$ cat config.mk
export PLATFORM = sky130hd
export DESIGN_NAME = id_stage
export DESIGN_NICKNAME = d
export VERILOG_FILES = /design/src/verilog/rv_isa_pkg.sv /design/src/verilog/decode_pkg.sv /design/src/verilog/id_pipe_reg.sv /design/src/verilog/inst_classifier.sv /design/src/verilog/imm_gen.sv /design/src/verilog/operand_mux.sv /design/src/verilog/id_stage.sv
export SDC_FILE = /design/constraint.sdc
export NUM_CORES = 1
export LEC_CHECK = 0
export BUFFER_PORTS_ARGS = -buffer_cell sky130_fd_sc_hd__buf_2
export CAP_MARGIN = 30
export CORE_AREA = 2 2 210 212
export CTS_CLUSTER_DIAMETER = 30
export DETAILED_ROUTE_END_ITERATION = 16
export DIE_AREA = 0 0 212 214
export SLEW_MARGIN = 20
export SYNTH_ARGS = -nofsm -noshare
export SYNTH_HDL_FRONTEND = slang
export SYNTH_SLANG_ARGS = --single-unit
$ cat constraint.sdc
create_clock -name clk -period 6.7 [get_ports clk]
set_input_delay 1.34 -clock clk [delete_from_list [all_inputs] [get_ports clk]]
set_output_delay 1.34 -clock clk [all_outputs]
set_load 0.02 [all_outputs]
$ cat src/verilog/rv_isa_pkg.sv
// rv64i instruction set encodings
package rv_isa_pkg;

  // data path and field widths
  typedef logic [63:0] xlen_t;
  typedef logic [31:0] inst_t;
  typedef logic [4:0]  reg_addr_t;
  typedef logic [6:0]  opcode_t;
  typedef logic [2:0]  funct3_t;

  // major opcodes, one per instruction class
  localparam opcode_t OP_LOAD   = 7'h03;
  localparam opcode_t OP_IMM    = 7'h13;
  localparam opcode_t OP_AUIPC  = 7'h17;
  localparam opcode_t OP_IMM_32 = 7'h1b;
  localparam opcode_t OP_STORE  = 7'h23;
  localparam opcode_t OP        = 7'h33;
  localparam opcode_t OP_LUI    = 7'h37;
  localparam opcode_t OP_32     = 7'h3b;
  localparam opcode_t OP_BRANCH = 7'h63;
  localparam opcode_t OP_JALR   = 7'h67;
  localparam opcode_t OP_JAL    = 7'h6f;

  // funct7 splits add/sub and srl/sra
  localparam logic [6:0] F7_BASE = 7'h00;
  localparam logic [6:0] F7_ALT  = 7'h20;

  // funct6 splits the shift-immediate forms
  localparam logic [5:0] F6_BASE = 6'h00;
  localparam logic [5:0] F6_ALT  = 6'h10;

  // return address step for jal and jalr
  localparam xlen_t JAL_LINK_OFFSET = 64'd4;

endpackage

$ cat src/verilog/decode_pkg.sv
// decode stage internal types
package decode_pkg;

  // one-hot alu operation
  typedef logic [9:0] alu_code_t;
  localparam int ALU_ADD  = 0;
  localparam int ALU_SUB  = 1;
  localparam int ALU_SLT  = 2;
  localparam int ALU_SLTU = 3;
  localparam int ALU_XOR  = 4;
  localparam int ALU_OR   = 5;
  localparam int ALU_AND  = 6;
  localparam int ALU_SLL  = 7;
  localparam int ALU_SRL  = 8;
  localparam int ALU_SRA  = 9;

  // one-hot branch and jump kind
  typedef logic [7:0] bj_code_t;
  localparam int BJ_BEQ  = 0;
  localparam int BJ_BNE  = 1;
  localparam int BJ_BLT  = 2;
  localparam int BJ_BGE  = 3;
  localparam int BJ_BLTU = 4;
  localparam int BJ_BGEU = 5;
  localparam int BJ_JALR = 6;
  localparam int BJ_JAL  = 7;

  // lb lh lw ld lbu lhu lwu, lsb first
  typedef logic [6:0] load_code_t;
  // sb sh sw sd, lsb first
  typedef logic [3:0] store_code_t;

  typedef enum logic [2:0] {IMM_NONE, IMM_I, IMM_S, IMM_B, IMM_U, IMM_J} imm_fmt_t;
  typedef enum logic [1:0] {OP1_ZERO, OP1_RS1, OP1_PC} op1_sel_t;
  typedef enum logic [1:0] {OP2_ZERO, OP2_RS2, OP2_IMM, OP2_LINK} op2_sel_t;
  typedef enum logic [1:0] {RD_NONE, RD_EXE, RD_MEM} rd_src_t;

  // pipeline register occupancy
  typedef enum logic {ST_EMPTY, ST_FULL} stage_state_t;

endpackage

$ cat src/verilog/id_pipe_reg.sv
// decode stage pipeline register
module id_pipe_reg (
  input  logic               clk,
  input  logic               rst,
  input  logic               in_valid,
  input  rv_isa_pkg::xlen_t  in_pc,
  input  rv_isa_pkg::inst_t  in_inst,
  input  logic               ex_allowin,
  input  logic               flush,
  output logic               allowin,
  output logic               out_valid,
  output logic               held,
  output rv_isa_pkg::xlen_t  held_pc,
  output rv_isa_pkg::inst_t  held_inst
);

  decode_pkg::stage_state_t state;
  decode_pkg::stage_state_t state_nxt;
  rv_isa_pkg::xlen_t        pc_q;
  rv_isa_pkg::inst_t        inst_q;

  assign held      = (state == decode_pkg::ST_FULL);
  assign allowin   = (state == decode_pkg::ST_EMPTY) || ex_allowin;
  // a taken branch kills the held item right away
  assign out_valid = held && !flush;

  always_comb begin
    state_nxt = state;
    if (allowin) begin
      state_nxt = in_valid ? decode_pkg::ST_FULL : decode_pkg::ST_EMPTY;
    end else if (flush) begin
      state_nxt = decode_pkg::ST_EMPTY;
    end
  end

  always_ff @(posedge clk) begin
    if (rst) begin
      state <= decode_pkg::ST_EMPTY;
    end else begin
      state <= state_nxt;
    end
  end

  // capture on transfer
  always_ff @(posedge clk) begin
    if (in_valid && allowin) begin
      pc_q   <= in_pc;
      inst_q <= in_inst;
    end
  end

  assign held_pc   = pc_q;
  // empty stage decodes as an all-zero word
  assign held_inst = held ? inst_q : '0;

endmodule

$ cat src/verilog/inst_classifier.sv
// rv64i instruction classifier
module inst_classifier (
  input  rv_isa_pkg::inst_t        inst,
  output decode_pkg::alu_code_t    alu_code,
  output decode_pkg::bj_code_t     bj_code,
  output decode_pkg::load_code_t   load_code,
  output decode_pkg::store_code_t  store_code,
  output logic                     is_word,
  output decode_pkg::imm_fmt_t     imm_fmt,
  output decode_pkg::op1_sel_t     op1_sel,
  output decode_pkg::op2_sel_t     op2_sel,
  output logic                     rs1_ren,
  output logic                     rs2_ren,
  output logic                     rd_wen,
  output decode_pkg::rd_src_t      rd_src,
  output logic                     illegal
);

  rv_isa_pkg::opcode_t opc;
  rv_isa_pkg::funct3_t f3;
  logic [5:0] f6;
  logic [6:0] f7;
  assign opc = inst[6:0];
  assign f3  = inst[14:12];
  assign f6  = inst[31:26];
  assign f7  = inst[31:25];

  logic c_load, c_imm, c_auipc, c_imm_w, c_store, c_op, c_lui, c_op_w, c_br, c_jalr, c_jal;
  assign c_load  = (opc == rv_isa_pkg::OP_LOAD);
  assign c_imm   = (opc == rv_isa_pkg::OP_IMM);
  assign c_auipc = (opc == rv_isa_pkg::OP_AUIPC);
  assign c_imm_w = (opc == rv_isa_pkg::OP_IMM_32);
  assign c_store = (opc == rv_isa_pkg::OP_STORE);
  assign c_op    = (opc == rv_isa_pkg::OP);
  assign c_lui   = (opc == rv_isa_pkg::OP_LUI);
  assign c_op_w  = (opc == rv_isa_pkg::OP_32);
  assign c_br    = (opc == rv_isa_pkg::OP_BRANCH);
  assign c_jalr  = (opc == rv_isa_pkg::OP_JALR) && (f3 == 3'd0);
  assign c_jal   = (opc == rv_isa_pkg::OP_JAL);

  logic f7_b, f7_a, f6_b, f6_a;
  assign f7_b = (f7 == rv_isa_pkg::F7_BASE);
  assign f7_a = (f7 == rv_isa_pkg::F7_ALT);
  assign f6_b = (f6 == rv_isa_pkg::F6_BASE);
  assign f6_a = (f6 == rv_isa_pkg::F6_ALT);

  // per-instruction matches, grouped by alu function
  logic i_add, i_sub, i_sll, i_slt, i_sltu, i_xor, i_srl, i_sra, i_or, i_and;
  assign i_add  = (c_op | c_op_w) & (f3 == 3'd0) & f7_b | (c_imm | c_imm_w) & (f3 == 3'd0);
  assign i_sub  = (c_op | c_op_w) & (f3 == 3'd0) & f7_a;
  assign i_sll  = (c_op | c_op_w) & (f3 == 3'd1) & f7_b | (c_imm | c_imm_w) & (f3 == 3'd1) & f6_b;
  assign i_slt  = (c_op | c_imm) & (f3 == 3'd2) & (c_imm | f7_b);
  assign i_sltu = (c_op | c_imm) & (f3 == 3'd3) & (c_imm | f7_b);
  assign i_xor  = (c_op | c_imm) & (f3 == 3'd4) & (c_imm | f7_b);
  assign i_srl  = (c_op | c_op_w) & (f3 == 3'd5) & f7_b | (c_imm | c_imm_w) & (f3 == 3'd5) & f6_b;
  assign i_sra  = (c_op | c_op_w) & (f3 == 3'd5) & f7_a | (c_imm | c_imm_w) & (f3 == 3'd5) & f6_a;
  assign i_or   = (c_op | c_imm) & (f3 == 3'd6) & (c_imm | f7_b);
  assign i_and  = (c_op | c_imm) & (f3 == 3'd7) & (c_imm | f7_b);

  for (genvar i = 0; i < 7; i++) begin : g_load
    assign load_code[i] = c_load & (f3 == i[2:0]);
  end
  for (genvar i = 0; i < 4; i++) begin : g_store
    assign store_code[i] = c_store & (f3 == i[2:0]);
  end

  assign bj_code[decode_pkg::BJ_BEQ]  = c_br & (f3 == 3'd0);
  assign bj_code[decode_pkg::BJ_BNE]  = c_br & (f3 == 3'd1);
  assign bj_code[decode_pkg::BJ_BLT]  = c_br & (f3 == 3'd4);
  assign bj_code[decode_pkg::BJ_BGE]  = c_br & (f3 == 3'd5);
  assign bj_code[decode_pkg::BJ_BLTU] = c_br & (f3 == 3'd6);
  assign bj_code[decode_pkg::BJ_BGEU] = c_br & (f3 == 3'd7);
  assign bj_code[decode_pkg::BJ_JALR] = c_jalr;
  assign bj_code[decode_pkg::BJ_JAL]  = c_jal;

  logic ld_v, st_v, br_v, alu_v, legal;
  assign ld_v  = |load_code;
  assign st_v  = |store_code;
  assign br_v  = |bj_code[decode_pkg::BJ_BGEU:decode_pkg::BJ_BEQ];
  assign alu_v = i_add | i_sub | i_sll | i_slt | i_sltu | i_xor | i_srl | i_sra | i_or | i_and;
  assign legal = ld_v | st_v | br_v | alu_v | c_lui | c_auipc | c_jalr | c_jal;

  // memory, upper and jump classes also go through the adder
  assign alu_code[decode_pkg::ALU_ADD]  = i_add | ld_v | st_v | c_lui | c_auipc | c_jal | c_jalr;
  assign alu_code[decode_pkg::ALU_SUB]  = i_sub | br_v;
  assign alu_code[decode_pkg::ALU_SLT]  = i_slt | bj_code[decode_pkg::BJ_BLT] | bj_code[decode_pkg::BJ_BGE];
  assign alu_code[decode_pkg::ALU_SLTU] = i_sltu | bj_code[decode_pkg::BJ_BLTU] | bj_code[decode_pkg::BJ_BGEU];
  assign alu_code[decode_pkg::ALU_XOR]  = i_xor | bj_code[decode_pkg::BJ_BEQ] | bj_code[decode_pkg::BJ_BNE];
  assign alu_code[decode_pkg::ALU_OR]   = i_or;
  assign alu_code[decode_pkg::ALU_AND]  = i_and;
  assign alu_code[decode_pkg::ALU_SLL]  = i_sll;
  assign alu_code[decode_pkg::ALU_SRL]  = i_srl;
  assign alu_code[decode_pkg::ALU_SRA]  = i_sra;

  assign is_word = alu_v & (c_op_w | c_imm_w);
  assign rs1_ren = ld_v | st_v | br_v | alu_v | c_jalr;
  assign rs2_ren = st_v | br_v | alu_v & (c_op | c_op_w);
  assign rd_wen  = ld_v | alu_v | c_lui | c_auipc | c_jal | c_jalr;
  assign rd_src  = ld_v ? decode_pkg::RD_MEM : (rd_wen ? decode_pkg::RD_EXE : decode_pkg::RD_NONE);
  assign illegal = (|inst) & ~legal;

  always_comb begin
    imm_fmt = decode_pkg::IMM_NONE;
    op1_sel = decode_pkg::OP1_ZERO;
    op2_sel = decode_pkg::OP2_ZERO;
    if (ld_v || st_v || alu_v) begin
      imm_fmt = st_v ? decode_pkg::IMM_S : decode_pkg::IMM_I;
      op1_sel = decode_pkg::OP1_RS1;
      op2_sel = (c_op || c_op_w) ? decode_pkg::OP2_RS2 : decode_pkg::OP2_IMM;
    end else if (br_v) begin
      imm_fmt = decode_pkg::IMM_B;
      op1_sel = decode_pkg::OP1_RS1;
      op2_sel = decode_pkg::OP2_RS2;
    end else if (c_lui || c_auipc) begin
      imm_fmt = decode_pkg::IMM_U;
      op1_sel = c_auipc ? decode_pkg::OP1_PC : decode_pkg::OP1_ZERO;
      op2_sel = decode_pkg::OP2_IMM;
    end else if (c_jal || c_jalr) begin
      // jalr target offset still comes from the i field
      imm_fmt = c_jal ? decode_pkg::IMM_J : decode_pkg::IMM_I;
      op1_sel = decode_pkg::OP1_PC;
      op2_sel = decode_pkg::OP2_LINK;
    end
  end

endmodule

$ cat src/verilog/imm_gen.sv
// immediate generator
module imm_gen (
  input  rv_isa_pkg::inst_t     inst,
  input  decode_pkg::imm_fmt_t  imm_fmt,
  output rv_isa_pkg::xlen_t     imm,
  output rv_isa_pkg::xlen_t     jmp_imm
);

  rv_isa_pkg::xlen_t imm_i, imm_s, imm_b, imm_u, imm_j;

  assign imm_i = {{52{inst[31]}}, inst[31:20]};
  assign imm_s = {{52{inst[31]}}, inst[31:25], inst[11:7]};
  assign imm_b = {{52{inst[31]}}, inst[7], inst[30:25], inst[11:8], 1'b0};
  assign imm_u = {{32{inst[31]}}, inst[31:12], 12'b0};
  assign imm_j = {{44{inst[31]}}, inst[19:12], inst[20], inst[30:21], 1'b0};

  // operand path immediate
  always_comb begin
    case (imm_fmt)
      decode_pkg::IMM_I: imm = imm_i;
      decode_pkg::IMM_S: imm = imm_s;
      decode_pkg::IMM_U: imm = imm_u;
      default:           imm = '0;
    endcase
  end

  // target offset, only jalr among the i-format users
  always_comb begin
    case (imm_fmt)
      decode_pkg::IMM_B: jmp_imm = imm_b;
      decode_pkg::IMM_J: jmp_imm = imm_j;
      decode_pkg::IMM_I: jmp_imm = (inst[6:0] == rv_isa_pkg::OP_JALR) ? imm_i : '0;
      default:           jmp_imm = '0;
    endcase
  end

endmodule

$ cat src/verilog/operand_mux.sv
// alu operand select
module operand_mux (
  input  decode_pkg::op1_sel_t  op1_sel,
  input  decode_pkg::op2_sel_t  op2_sel,
  input  rv_isa_pkg::xlen_t     rs1_data,
  input  rv_isa_pkg::xlen_t     rs2_data,
  input  rv_isa_pkg::xlen_t     pc,
  input  rv_isa_pkg::xlen_t     imm,
  output rv_isa_pkg::xlen_t     op1,
  output rv_isa_pkg::xlen_t     op2
);

  always_comb begin
    case (op1_sel)
      decode_pkg::OP1_RS1: op1 = rs1_data;
      decode_pkg::OP1_PC:  op1 = pc;
      default:             op1 = '0;
    endcase
  end

  // link forms add the return step to pc
  always_comb begin
    case (op2_sel)
      decode_pkg::OP2_RS2:  op2 = rs2_data;
      decode_pkg::OP2_IMM:  op2 = imm;
      decode_pkg::OP2_LINK: op2 = rv_isa_pkg::JAL_LINK_OFFSET;
      default:              op2 = '0;
    endcase
  end

endmodule

$ cat src/verilog/id_stage.sv
// rv64i instruction decode stage
module id_stage (
  input  logic                     clk,
  input  logic                     rst,
  input  logic                     in_valid,
  input  rv_isa_pkg::xlen_t        in_pc,
  input  rv_isa_pkg::inst_t        in_inst,
  output logic                     allowin,
  output logic                     out_valid,
  output rv_isa_pkg::xlen_t        out_pc,
  input  logic                     ex_allowin,
  input  logic                     flush,
  output rv_isa_pkg::reg_addr_t    rs1_addr,
  output rv_isa_pkg::reg_addr_t    rs2_addr,
  output logic                     rs1_ren,
  output logic                     rs2_ren,
  input  rv_isa_pkg::xlen_t        rs1_data,
  input  rv_isa_pkg::xlen_t        rs2_data,
  output rv_isa_pkg::xlen_t        op1,
  output rv_isa_pkg::xlen_t        op2,
  output rv_isa_pkg::xlen_t        jmp_imm,
  output decode_pkg::alu_code_t    alu_code,
  output decode_pkg::bj_code_t     bj_code,
  output decode_pkg::load_code_t   load_code,
  output decode_pkg::store_code_t  store_code,
  output logic                     is_word,
  output logic                     rd_wen,
  output rv_isa_pkg::reg_addr_t    rd_addr,
  output decode_pkg::rd_src_t      rd_src,
  output logic                     illegal
);

  logic                  held, rs1_use, rs2_use;
  rv_isa_pkg::inst_t     held_inst;
  rv_isa_pkg::xlen_t     imm;
  decode_pkg::imm_fmt_t  imm_fmt;
  decode_pkg::op1_sel_t  op1_sel;
  decode_pkg::op2_sel_t  op2_sel;

  id_pipe_reg u_pipe (
    .clk(clk), .rst(rst), .in_valid(in_valid), .in_pc(in_pc), .in_inst(in_inst),
    .ex_allowin(ex_allowin), .flush(flush), .allowin(allowin), .out_valid(out_valid),
    .held(held), .held_pc(out_pc), .held_inst(held_inst)
  );

  inst_classifier u_cls (
    .inst(held_inst), .alu_code(alu_code), .bj_code(bj_code), .load_code(load_code),
    .store_code(store_code), .is_word(is_word), .imm_fmt(imm_fmt), .op1_sel(op1_sel),
    .op2_sel(op2_sel), .rs1_ren(rs1_use), .rs2_ren(rs2_use), .rd_wen(rd_wen),
    .rd_src(rd_src), .illegal(illegal)
  );

  imm_gen u_imm (.inst(held_inst), .imm_fmt(imm_fmt), .imm(imm), .jmp_imm(jmp_imm));

  operand_mux u_opmux (
    .op1_sel(op1_sel), .op2_sel(op2_sel), .rs1_data(rs1_data), .rs2_data(rs2_data),
    .pc(out_pc), .imm(imm), .op1(op1), .op2(op2)
  );

  // no register file traffic while empty
  assign rs1_ren  = held & rs1_use;
  assign rs2_ren  = held & rs2_use;
  assign rs1_addr = rs1_ren ? held_inst[19:15] : '0;
  assign rs2_addr = rs2_ren ? held_inst[24:20] : '0;
  assign rd_addr  = rd_wen ? held_inst[11:7] : '0;

endmodule

==> metrics.md <==
| Metric | Value |
|---|---|
| Synth Cell Area | `between 0.006 and 0.007 mm²` |
| Yosys reg bits | `97` |
| Ys async rst share | `0%` |
| Initial DRC count | `390` |
| Worst reg2reg setup slack | `approximately 4.4 ns` |
| Final Cell Area | `0.00932 mm²` |
| Fin. max-slew vios | `0` |
| Width of the die | `between 200 and 250 µm` |
| Nets | `around 1,300` |
| Post-Synthesis Cells | `601` |
| Final worst-path setup slack | `1.32 ns` |
| Die height | `~210 µm` |
| Top cell by count, worst path | `buf_4` |
| Pre-CTS WS | `1.41 ns` |
| Cell chain of the critical path | `buf_4 > o31ai_1 > nand3_1 > a21oi_1 > o31ai_2 > buf_4 > and2_2 > buf_4 > and3_2 > buf_12 > a21oi_1 > buf_2` |
| Root buf cell | `clkbuf_16` |
| Worst vdd ir | `approximately 170 µV` |
| RSZ-0062 raised after global routing | `false` |
| CP top delay family | `buffers and inverters` |
| Hold_ws | `0.890 ns` |
| Clk buf depth | `2` |
| Crit path DAT | `just over 4 ns` |
| Synth Area in Simple Gates | `between 10% and 20%` |
| Period minus WS final | `5.38 ns` |
| Synth Area in XOR/XNOR | `0%` |
| Routed Antenna Nets | `0` |
| Clock Skews | `approximately 0.007 ns` |
| Syn avg cell area | `about 10 µm²` |
| Num CTS Buffers | `9` |
| Gpl congestion | `around 0.87` |
| Antenna violations before repair | `27` |
| Top FF cell, synth | `edfxtp_1` |
| Lkg Pwr | `between 4 and 5 nW` |
| DR vias/cell | `4.20` |
| Die area | `roughly 0.045 mm²` |
| I/O Buffers | `approximately 540` |
| Critical path class | `flop to output pin` |
| Core Box Area | `between 0.04 and 0.05 mm²` |
| Top cells by count, synth | `edfxtp_1, nor2_1, a22o_1, a21oi_1, buf_4` |
| DRC | `0` |
| Hold Fails Final Rpt | `0` |
| Post-synthesis net count | `between 800 and 900` |
| Final setup violating endpoints | `0` |
| Adder-cell share of the synthesized area | `0%` |
| DR vias | `approximately 7,000` |
| WP data required | `about 5.4 ns` |
| Pwr/cell area | `~170 mW/mm²` |
| Worst-Skew Late Latency | `approximately 0.37 ns` |
| Ranking of synthesized cells by area | `edfxtp_1, a22o_1, buf_4` |
| Worst-margin pin slew | `~0.87 ns` |
| Clk sinks | `between 90 and 100` |
| Post-cts sizing count | `0` |
| Max Fclk | `between 0.15 and 0.2 GHz` |
| CP startpoint kind | `flop` |
| Number of core rows | `between 70 and 80` |
| Hold_buf cts | `0` |
| Reg2Reg Depth | `3` |
| Relative slew margins | `42.1%` |
| Total Wirelength | `~36,000 µm` |
| Synth cell types | `65` |
| Placed cell area | `0.00893 mm²` |
| Period utilisation layout | `about four fifths` |
| Most frequent cell after synthesis | `edfxtp_1` |
| Filler cell count | `between 4,000 and 5,000` |
| Hold Crit Depth | `4` |
| Sequential share of the synthesized area | `around 48%` |
| Largest family of logic cells by synthesized area | `compound AO/OA/AOI/OAI gates` |
| Post-CTS Setup Bufs | `0` |
| Share of layout cells above drive strength 1 | `between 50% and 60%` |
| Final HPWL from detailed placement | `30,100 µm` |
| Overall routing resource usage | `15.1%` |
| Post-synth top area share | `47.7%` |
| Initial Utilization | `14.1%` |
| Synth Area in Compound Gates | `a little under a quarter` |
| DR WL/cell | `roughly 22 µm` |
| EDFF count, synth | `96` |
| Status | `finished clean` |
| YS warnings | `0` |
| CTS H-tree lvls | `3` |
| Worst min path class | `flop to flop` |
| Max incr delay on CP | `0.65 ns` |
| Wire length of the first global-routing pass | `48,300 µm` |
| Clk slew on worst S/H paths | `roughly 0.070 ns` |
| MaxCap Viol Count | `0` |
| Ports | `approximately 540` |
| TritonRoute pass-1 iters | `5` |
| WP buf/inv | `5` |
| Largest net degree at the start of global routing | `68` |
| Global route overflow | `0` |
| Area leader, netlist | `edfxtp_1` |
| Slowest-stage cell, CP | `dfxtp_1` |
| Synthesis-to-finish area growth | `54.2%` |
| Mux cell area share after synthesis | `0%` |
| CP Capture Type | `output pin` |
| Setup TNS | `0 ns` |
| CP max FO | `55` |
| Number of global-route vias before repair | `around 7,000` |
| TritonCTS clock tree | `built` |
| Crit path depth | `12` |
==> stage by stage <==
stage                     instances  total power, mW  util (%)
after detailed placement       1637            0.991      20.8
after floorplan                 601            0.856         -
after CTS                      1652             1.60      21.6
final                          1663             1.58      21.7
after global routing           1660             1.64      21.7
after global placement         1637            0.989      20.8
==> registers in the layout, summed over array words and instances, names as in the netlist <==
register / flops
u_pipe.held: 1
u_pipe.held_pc: 64
u_pipe.inst_q: 32
==> layer usage <==
metal,part of all wire (%),up-vias,wire length (µm),global-route usage (%)
met3,10,71,3600,5.41
met1,35,3269,12600,15.3
met5,0.38,-,138,0
li1,-,3145,-,-
met2,52,486,18900,28.6
met4,2.1,20,771,4.60
==> kinds of logic (layout without fill, tap and decap cells) <==
kind of cell | after synthesis | after routing
simple gates | 204 | 204
compound gates | 197 | 197
buf+inv | 103 | 572
flops | 97 | 97
other cells | 0 | 8
==> final cells by class <==
type,instances,area (µm²),share of cell area (%)
timing repair buffer,551,2800,30.1
sequential,97,2900,31.2
antenna,8,20.0,0.215
inverter,6,22.5,0.242
tap,585,732,7.86
clock inverter,6,106,1.14
multi-input combinational,401,2510,26.9
clock buffer,9,225,2.42
==> worst register-to-register path, delay by kind of cell (launching register included) <==
family	cells	cell delay [ns]
buf+inv	1	0.69
simple gates	2	0.77
flops	1	0.48
==> final timing paths <==
kind                            start                           end
max reg2reg  u_pipe.held$_SDFFE_PP0P_  u_pipe.held_pc[49]$_DFFE_PP_
min reg2reg  u_pipe.held$_SDFFE_PP0P_      u_pipe.held$_SDFFE_PP0P_
min          u_pipe.held$_SDFFE_PP0P_      u_pipe.held$_SDFFE_PP0P_
max          u_pipe.held$_SDFFE_PP0P_                       op2[14]
==> cells in the final DEF, fill, tap and decap left out, types with 6 or more instances in the layout <==
cell	instances
clkbuf_16	9
o21ai_0	9
nor3_1	11
a21o_1	6
nand2_1	38
nor4_1	6
buf_4	11
a21oi_1	59
a22o_1	68
and2_1	16
nand3_1	10
edfxtp_1	96
buf_2	538
a21oi_2	10
a22oi_1	17
and3_1	7
diode_2	8
nor2_1	74
==> power breakdown <==
group	total [mW]	switching [mW]	internal, mW
sequential	0.751	0.0385	0.712
clock	0.599	0.237	0.362
combinational	0.227	0.135	0.0913
Note: power is estimated with default switching activity, not from simulation.
